$ cat config.mk
export PLATFORM = sky130hd
export DESIGN_NAME = icache_fetch_ctrl
export DESIGN_NICKNAME = d
export VERILOG_FILES = /design/src/common/icache_pkg.sv /design/src/icache/icache_fetch_ctrl.sv
export SDC_FILE = /design/constraint.sdc
export NUM_CORES = 1
export LEC_CHECK = 0
export BUFFER_PORTS_ARGS = -buffer_cell sky130_fd_sc_hd__buf_2
export CELL_PAD_IN_SITES_DETAIL_PLACEMENT = 0
export CELL_PAD_IN_SITES_GLOBAL_PLACEMENT = 2
export CORE_UTILIZATION = 21
export CTS_CLUSTER_SIZE = 40
export DETAILED_ROUTE_END_ITERATION = 8
export GPL_ROUTABILITY_DRIVEN = 0
export PLACE_DENSITY_LB_ADDON = 0.1
export SYNTH_ARGS = -nofsm -noshare
export SYNTH_HDL_FRONTEND = slang
export SYNTH_SLANG_ARGS = --single-unit
export TNS_END_PERCENT = 10
$ cat constraint.sdc
create_clock -name clk -period 4.1 [get_ports clk]
set_clock_uncertainty 0.2 [all_clocks]
set_input_delay 0.615 -clock clk [delete_from_list [all_inputs] [get_ports clk]]
set_output_delay 0.615 -clock clk [all_outputs]
set_load 0.005 [all_outputs]
$ cat src/common/icache_pkg.sv
// ======================================================================
// icache_pkg
// widths, FSM states and bus structs shared by the instruction cache
// ======================================================================

`default_nettype none

package icache_pkg;

    localparam int addr_w   = 32;
    localparam int inst_w   = 32;
    localparam int beat_w   = 64;
    localparam int offset_w = 3;

    // default geometry, 256 sets
    localparam int set_bits = 8;
    localparam int tag_bits = 21;

    // line address, everything above the byte offset
    localparam int line_w = addr_w - offset_w;

    localparam logic [inst_w-1:0] nop_inst  = 32'h0000_0013;
    localparam logic [1:0]        resp_okay = 2'b00;

    typedef enum logic [1:0] {
        idle      = 2'd0,
        request   = 2'd1,
        wait_data = 2'd2,
        drain     = 2'd3
    } fetch_state_e;

    typedef struct packed {
        logic [beat_w-1:0] data;
        logic [1:0]        resp;
        logic              last;
    } r_beat_t;

    // {tag, index} together always form the line address, so the stores
    // re-slice it for any number of sets
    typedef struct packed {
        logic                way;
        logic [set_bits-1:0] index;
        logic [tag_bits-1:0] tag;
    } fill_t;

endpackage

`default_nettype wire

$ cat src/icache/icache_fetch_ctrl.sv
// ======================================================================
// icache_fetch_ctrl
// miss FSM, AXI read requests, fill commands, instruction output
// and the read error flag
// ======================================================================

`timescale 1ns/10ps
`default_nettype none

module icache_fetch_ctrl import icache_pkg::*; (
    input  wire logic                   clk,
    input  wire logic                   rst,
    input  wire logic [addr_w-1:0]      pc,
    input  wire logic                   stall,
    input  wire logic                   flush,
    input  wire logic                   ar_ready,
    input  wire logic                   r_valid,
    input  wire r_beat_t                r_beat,
    input  wire logic                   hit,
    input  wire logic                   hit_way,
    input  wire logic                   victim_way,
    input  wire logic [1:0][beat_w-1:0] line_rdata,
    output logic      [inst_w-1:0]      inst,
    output logic                        inst_valid,
    output logic                        error,
    output logic                        ar_valid,
    output logic      [addr_w-1:0]      ar_addr,
    output logic                        r_ready,
    output logic                        lookup,
    output logic                        miss_start,
    output fill_t                       fill,
    output logic                        fill_valid,
    output logic      [beat_w-1:0]      fill_data
);

    fetch_state_e      state;
    fetch_state_e      state_next;
    logic              flush_req;
    logic              read_done;
    logic              resp_err;
    logic              beat_take;
    logic              from_cache;
    logic              half_q;
    logic              hit_way_q;
    logic              fill_way_q;
    logic [inst_w-1:0] inst_q;
    logic [beat_w-1:0] cache_line;
    logic [inst_w-1:0] cache_word;
    logic [inst_w-1:0] beat_word;

    assign flush_req  = flush & ~stall;
    assign lookup     = (state == idle) & ~stall & ~flush;
    assign miss_start = lookup & ~hit;

    assign r_ready   = (state == wait_data) | (state == drain);
    assign read_done = r_valid & r_ready & r_beat.last;
    assign resp_err  = r_beat.resp != resp_okay;
    // a beat that meets a flush is dropped like a drained one
    assign beat_take = (state == wait_data) & read_done & ~flush_req;

    // ==================================================================
    // FSM
    // ==================================================================
    always_comb begin
        state_next = state;
        unique case (state)
            idle: begin
                if (miss_start) begin
                    state_next = request;
                end
            end
            request: begin
                if (flush_req) begin
                    // an address accepted on this edge still owes a beat
                    state_next = ar_ready ? drain : idle;
                end else if (ar_ready) begin
                    state_next = wait_data;
                end
            end
            wait_data: begin
                if (read_done) begin
                    state_next = idle;
                end else if (flush_req) begin
                    state_next = drain;
                end
            end
            drain: begin
                if (read_done) begin
                    state_next = idle;
                end
            end
            default: state_next = idle;
        endcase
    end

    always_ff @(posedge clk) begin
        if (rst) begin
            state <= idle;
        end else begin
            state <= state_next;
        end
    end

    // ==================================================================
    // AXI read address
    // ==================================================================
    always_ff @(posedge clk) begin
        if (rst || flush_req) begin
            ar_valid <= 1'b0;
        end else if (miss_start) begin
            ar_valid <= 1'b1;
        end else if (state == request && ar_ready) begin
            ar_valid <= 1'b0;
        end
    end

    // request address, half select and victim way
    always_ff @(posedge clk) begin
        if (lookup) begin
            half_q    <= pc[2];
            hit_way_q <= hit_way;
        end
        if (miss_start) begin
            ar_addr    <= {pc[addr_w-1:offset_w], {offset_w{1'b0}}};
            fill_way_q <= victim_way;
        end
    end

    // fill goes into the way chosen when the miss started
    assign fill.way                = fill_way_q;
    assign {fill.tag, fill.index}  = ar_addr[addr_w-1:offset_w];
    assign fill_valid              = beat_take & ~resp_err;
    assign fill_data               = r_beat.data;

    // ==================================================================
    // instruction output
    // ==================================================================
    assign cache_line = line_rdata[hit_way_q];
    assign cache_word = half_q ? cache_line[beat_w-1:inst_w] : cache_line[inst_w-1:0];
    assign beat_word  = half_q ? r_beat.data[beat_w-1:inst_w] : r_beat.data[inst_w-1:0];

    // store output is live for one cycle only, then held in inst_q
    assign inst = from_cache ? cache_word : inst_q;

    always_ff @(posedge clk) begin
        if (rst) begin
            from_cache <= 1'b0;
            inst_q     <= nop_inst;
        end else begin
            from_cache <= lookup & hit;
            if (from_cache) begin
                inst_q <= cache_word;
            end else if (beat_take) begin
                inst_q <= resp_err ? nop_inst : beat_word;
            end
        end
    end

    always_ff @(posedge clk) begin
        if (rst || flush_req) begin
            inst_valid <= 1'b0;
        end else if (lookup) begin
            inst_valid <= hit;
        end else if (beat_take) begin
            inst_valid <= 1'b1;
        end
    end

    // error follows the response of every finished read
    always_ff @(posedge clk) begin
        if (rst) begin
            error <= 1'b0;
        end else if (read_done) begin
            error <= resp_err;
        end
    end

endmodule

`default_nettype wire

==> flow_results.xml <==
<?xml version="1.0" encoding="UTF-8"?>
<metrics>
  <group name="run_status">
    <metric name="run_status" unit="">finished, final reports clean</metric>
  </group>
  <group name="power">
    <metric name="vdd_drop_max" unit="V">0.0001445</metric>
    <metric name="p_leak" unit="uW">0.003079</metric>
    <metric name="pwr_density_cell" unit="nW/um^2">288.3</metric>
  </group>
  <group name="global_routing">
    <metric name="maximum_number_of_pins_on_one_net_before_global_route_repair" unit="">59</metric>
    <metric name="grt_first_pass_wirelength" unit="um">25960</metric>
    <metric name="globalRouteTotalUtil" unit="%">14.32</metric>
    <metric name="initial_antenna_violation_count" unit="">0</metric>
    <metric name="first_global_vias" unit="">4642</metric>
    <metric name="grt_remaining_overflow" unit="">0</metric>
  </group>
  <group name="placement">
    <metric name="placement.cell_area" unit="sq um">6460</metric>
    <metric name="place_inst" unit="">1048</metric>
    <metric name="port_buffers" unit="">395</metric>
    <metric name="detailedPlacementHpwl" unit="um">13740</metric>
  </group>
  <group name="flow_run">
    <metric name="timing.max_cap.violations" unit="">0</metric>
  </group>
  <group name="synth">
    <metric name="synth-main-ff-cell" unit="">dfxtp_1</metric>
    <metric name="yosys.area_share.adder" unit="%">0</metric>
    <metric name="synth_compound_area_share" unit="%">8.874</metric>
    <metric name="synth_mux_area_share" unit="%">28.12</metric>
    <metric name="post-synth-top-area-fraction" unit="%">19.53</metric>
    <metric name="number_of_synthesis_warnings" unit="">0</metric>
    <metric name="netlist_instances" unit="">463</metric>
    <metric name="per_instance_average_area_after_synthesis" unit="sq um">10.63</metric>
    <metric name="synth_area_leader_cell" unit="">edfxtp_1</metric>
    <metric name="synth-seq-area-share" unit="%">34.99</metric>
    <metric name="combinational_family_with_the_most_area_after_synthesis" unit="">multiplexers</metric>
    <metric name="async_flop_share" unit="%">0</metric>
    <metric name="ys_ff_latch" unit="">70</metric>
    <metric name="yosys-top-cells-area" unit="">edfxtp_1, dfxtp_1, buf_4, mux4_2, mux2_2</metric>
    <metric name="syn-cell-area" unit="sq um">4921</metric>
    <metric name="ys_types" unit="">34</metric>
    <metric name="synth_simple_gate_area_share" unit="%">8.924</metric>
    <metric name="synthXorXnorAreaFrac" unit="%">0</metric>
    <metric name="synth_edf_count" unit="">32</metric>
  </group>
  <group name="timing">
    <metric name="maxSlewViolCount" unit="">0</metric>
    <metric name="finalHoldViolCount" unit="">0</metric>
    <metric name="grt_setup_unrepaired" unit="">false</metric>
    <metric name="max_freq" unit="MHz">342.8</metric>
    <metric name="finalCritPeriodShare" unit="%">71.14</metric>
    <metric name="worst_pin_slew" unit="ns">1.170</metric>
    <metric name="tns" unit="ns">0</metric>
    <metric name="final.min_clock_period" unit="ns">2.917</metric>
    <metric name="normalized_max_slew_margin" unit="%">21.88</metric>
    <metric name="setup_viol" unit="">0</metric>
  </group>
  <group name="critical_path">
    <metric name="startpoint_type" unit="">flop</metric>
    <metric name="crit_path_max_fanout" unit="">21</metric>
    <metric name="cp-startpoint" unit="">hit_way_q$_DFFE_PN_</metric>
    <metric name="path_class" unit="">flop to output pin</metric>
    <metric name="r2r_start" unit="">state[1]$_SDFFE_PP0P_</metric>
    <metric name="r2r_cells" unit="">4</metric>
    <metric name="timing.critical_path.to" unit="">inst[30]</metric>
    <metric name="endpoint_kind" unit="">output pin</metric>
    <metric name="worst-endpoint-required" unit="ns">3.28</metric>
    <metric name="r2r-end" unit="">inst_q[1]$_SDFFE_PP1P_</metric>
    <metric name="timing.reg2reg.setup_slack" unit="ns">1.60</metric>
    <metric name="critPathArrivalTime" unit="ns">2.10</metric>
  </group>
  <group name="clocking">
    <metric name="cts-root-buf" unit="">clkbuf_16</metric>
    <metric name="tritoncts_num_sinks" unit="">70</metric>
    <metric name="worst_setup_hold_path_clk_slew" unit="ns">0.06</metric>
    <metric name="cts_inserted_buffers" unit="">9</metric>
    <metric name="clockBufferDepth" unit="">2</metric>
    <metric name="cts_resized" unit="">0</metric>
    <metric name="postCtsSetupBuffers" unit="">0</metric>
    <metric name="post_cts_hold_buffer_count" unit="">0</metric>
    <metric name="tritoncts_clock_tree" unit="">yes</metric>
    <metric name="clkLatencyLatePin" unit="ns">0.33</metric>
    <metric name="clock_tree.htree_level_count" unit="">3</metric>
  </group>
  <group name="cells_and_area">
    <metric name="post_route_cells_drive_above_1_share" unit="%">68.71</metric>
    <metric name="layout.cells.most_common" unit="">buf_2</metric>
    <metric name="final_cell_count_no_fill" unit="">1065</metric>
    <metric name="syn_to_final_growth" unit="%">37.40</metric>
    <metric name="fill_cells" unit="">2406</metric>
    <metric name="finish.instance_area" unit="sq um">6761</metric>
    <metric name="finish.net_count" unit="">982</metric>
    <metric name="most-common-layout-cells" unit="">buf_2, mux2_2, dfxtp_1</metric>
  </group>
  <group name="routing">
    <metric name="avgRoutedWirePerCell" unit="um">16.63</metric>
    <metric name="routed_wl" unit="um">17710</metric>
    <metric name="route.antenna.remaining_nets" unit="">0</metric>
    <metric name="routed_via_density" unit="">4.345</metric>
    <metric name="route.vias.total" unit="">4627</metric>
    <metric name="detailedRoute.firstPassIterationCount" unit="">4</metric>
    <metric name="detailedRoute.firstIterationViolations" unit="">117</metric>
    <metric name="drt_drc_violations_left" unit="">0</metric>
  </group>
  <group name="floorplanning">
    <metric name="chip_height" unit="um">155.1</metric>
    <metric name="row_count" unit="">55</metric>
    <metric name="effective_utilization_at_floorplan" unit="%">21.60</metric>
    <metric name="design.die.area" unit="sq um">24050</metric>
    <metric name="die_w" unit="um">155.1</metric>
    <metric name="pin_count" unit="">401</metric>
    <metric name="area_of_the_core_region" unit="sq um">22780</metric>
  </group>
  <group name="hold_path">
    <metric name="hold_path.class" unit="">input port to flop</metric>
  </group>
</metrics>
==> cell families (layout without fill, tap and decap cells) <==
logic type      count (synthesis)  count (layout)
buf+inv                       139             425
mux                            91              91
simple gates                   88              88
compound gates                 74              74
flops                          70              70
other cells                     1               4
==> cells in the mapped netlist (2+ instances only) <==
cell type	count
nand2_1	34
mux2_2	58
buf_4	101
nor4_2	2
a2111oi_0	3
clkbuf_1	15
mux4_2	32
a31oi_1	29
a21oi_1	4
nand2b_1	2
a211oi_1	2
nor3_1	2
nor2_1	6
buf_1	4
buf_2	10
o311ai_1	3
dfxtp_1	38
buf_6	3
edfxtp_1	32
and3_1	2
nand3_1	29
o21ai_0	2
nor2b_1	5
o21ai_1	30
nand3b_1	2
inv_1	5
==> layout make-up <==
type	instances	area (sq um)	area share, %
Multi-Input combinational cell	256	2286	33.81
Timing Repair Buffer	403	2037	30.13
Sequential cell	70	1723	25.48
Tap cell	313	391.6	5.792
Clock buffer	10	229.0	3.386
Clock inverter	6	70.07	1.036
Inverter	6	22.52	0.3331
Antenna cell	1	2.502	0.03701
==> per-layer routing <==
metal	up-vias	track usage (%)	share of wire [%]
met5	-	0	0
met4	0	3.819	1.0
met3	13	3.343	6.8
met2	238	26.64	52
met1	2194	16.26	40
li1	2182	-	-
==> flip-flops by register name (all words and copies together) (netlist names) <==
signal      flops
state           2
hit_way_q       1
from_cache      1
inst_valid      1
ar_addr        29
inst_q         32
error           1
ar_valid        1
half_q          1
fill_way_q      1
==> metrics by stage <==
step / hold slack, ns / power, uW / util [%] / worst slack (ns)
6_report: 0.2516 / 1949 / 29.68 / 1.183
3_3_place_gp: 0.2564 / 1170 / 28.36 / 1.318
5_1_grt: 0.2314 / 2054 / 29.67 / 1.053
4_1_cts: 0.2339 / 1995 / 29.67 / 1.123
2_1_floorplan: 0.2453 / 1003 / - / 0.6331
3_5_place_dp: 0.2660 / 1174 / 28.36 / 1.326
==> worst max-delay path, stage by stage (launching register included) <==
cell,delay (ns)
edfxtp_1,0.34
buf_4,0.39
mux4_2,0.60
mux2_2,0.28
buf_2,0.14
==> report_power, final <==
group	internal (uW)	total (uW)	leakage [uW]	switching [uW]
Sequential	754	769	0.000603	14.6
Combinational	217	380	0.00234	164
Clock	476	800	0.000136	324
Total	1450	1950	0.00308	502
==> worst min path at each step <==
stage,from,end,cells after the start
floorplan,inst_q[2]$_SDFFE_PP0P_,inst_q[2]$_SDFFE_PP0P_,2
global placement,inst_q[6]$_SDFFE_PP0P_,inst_q[6]$_SDFFE_PP0P_,2
detailed placement,inst_q[27]$_SDFFE_PP0P_,inst_q[27]$_SDFFE_PP0P_,2
CTS,pc[16],ar_addr[16]$_DFFE_PP_,1
global route,pc[9],ar_addr[9]$_DFFE_PP_,1
finish,pc[9],ar_addr[9]$_DFFE_PP_,1
(Power assumes the default switching activity.)
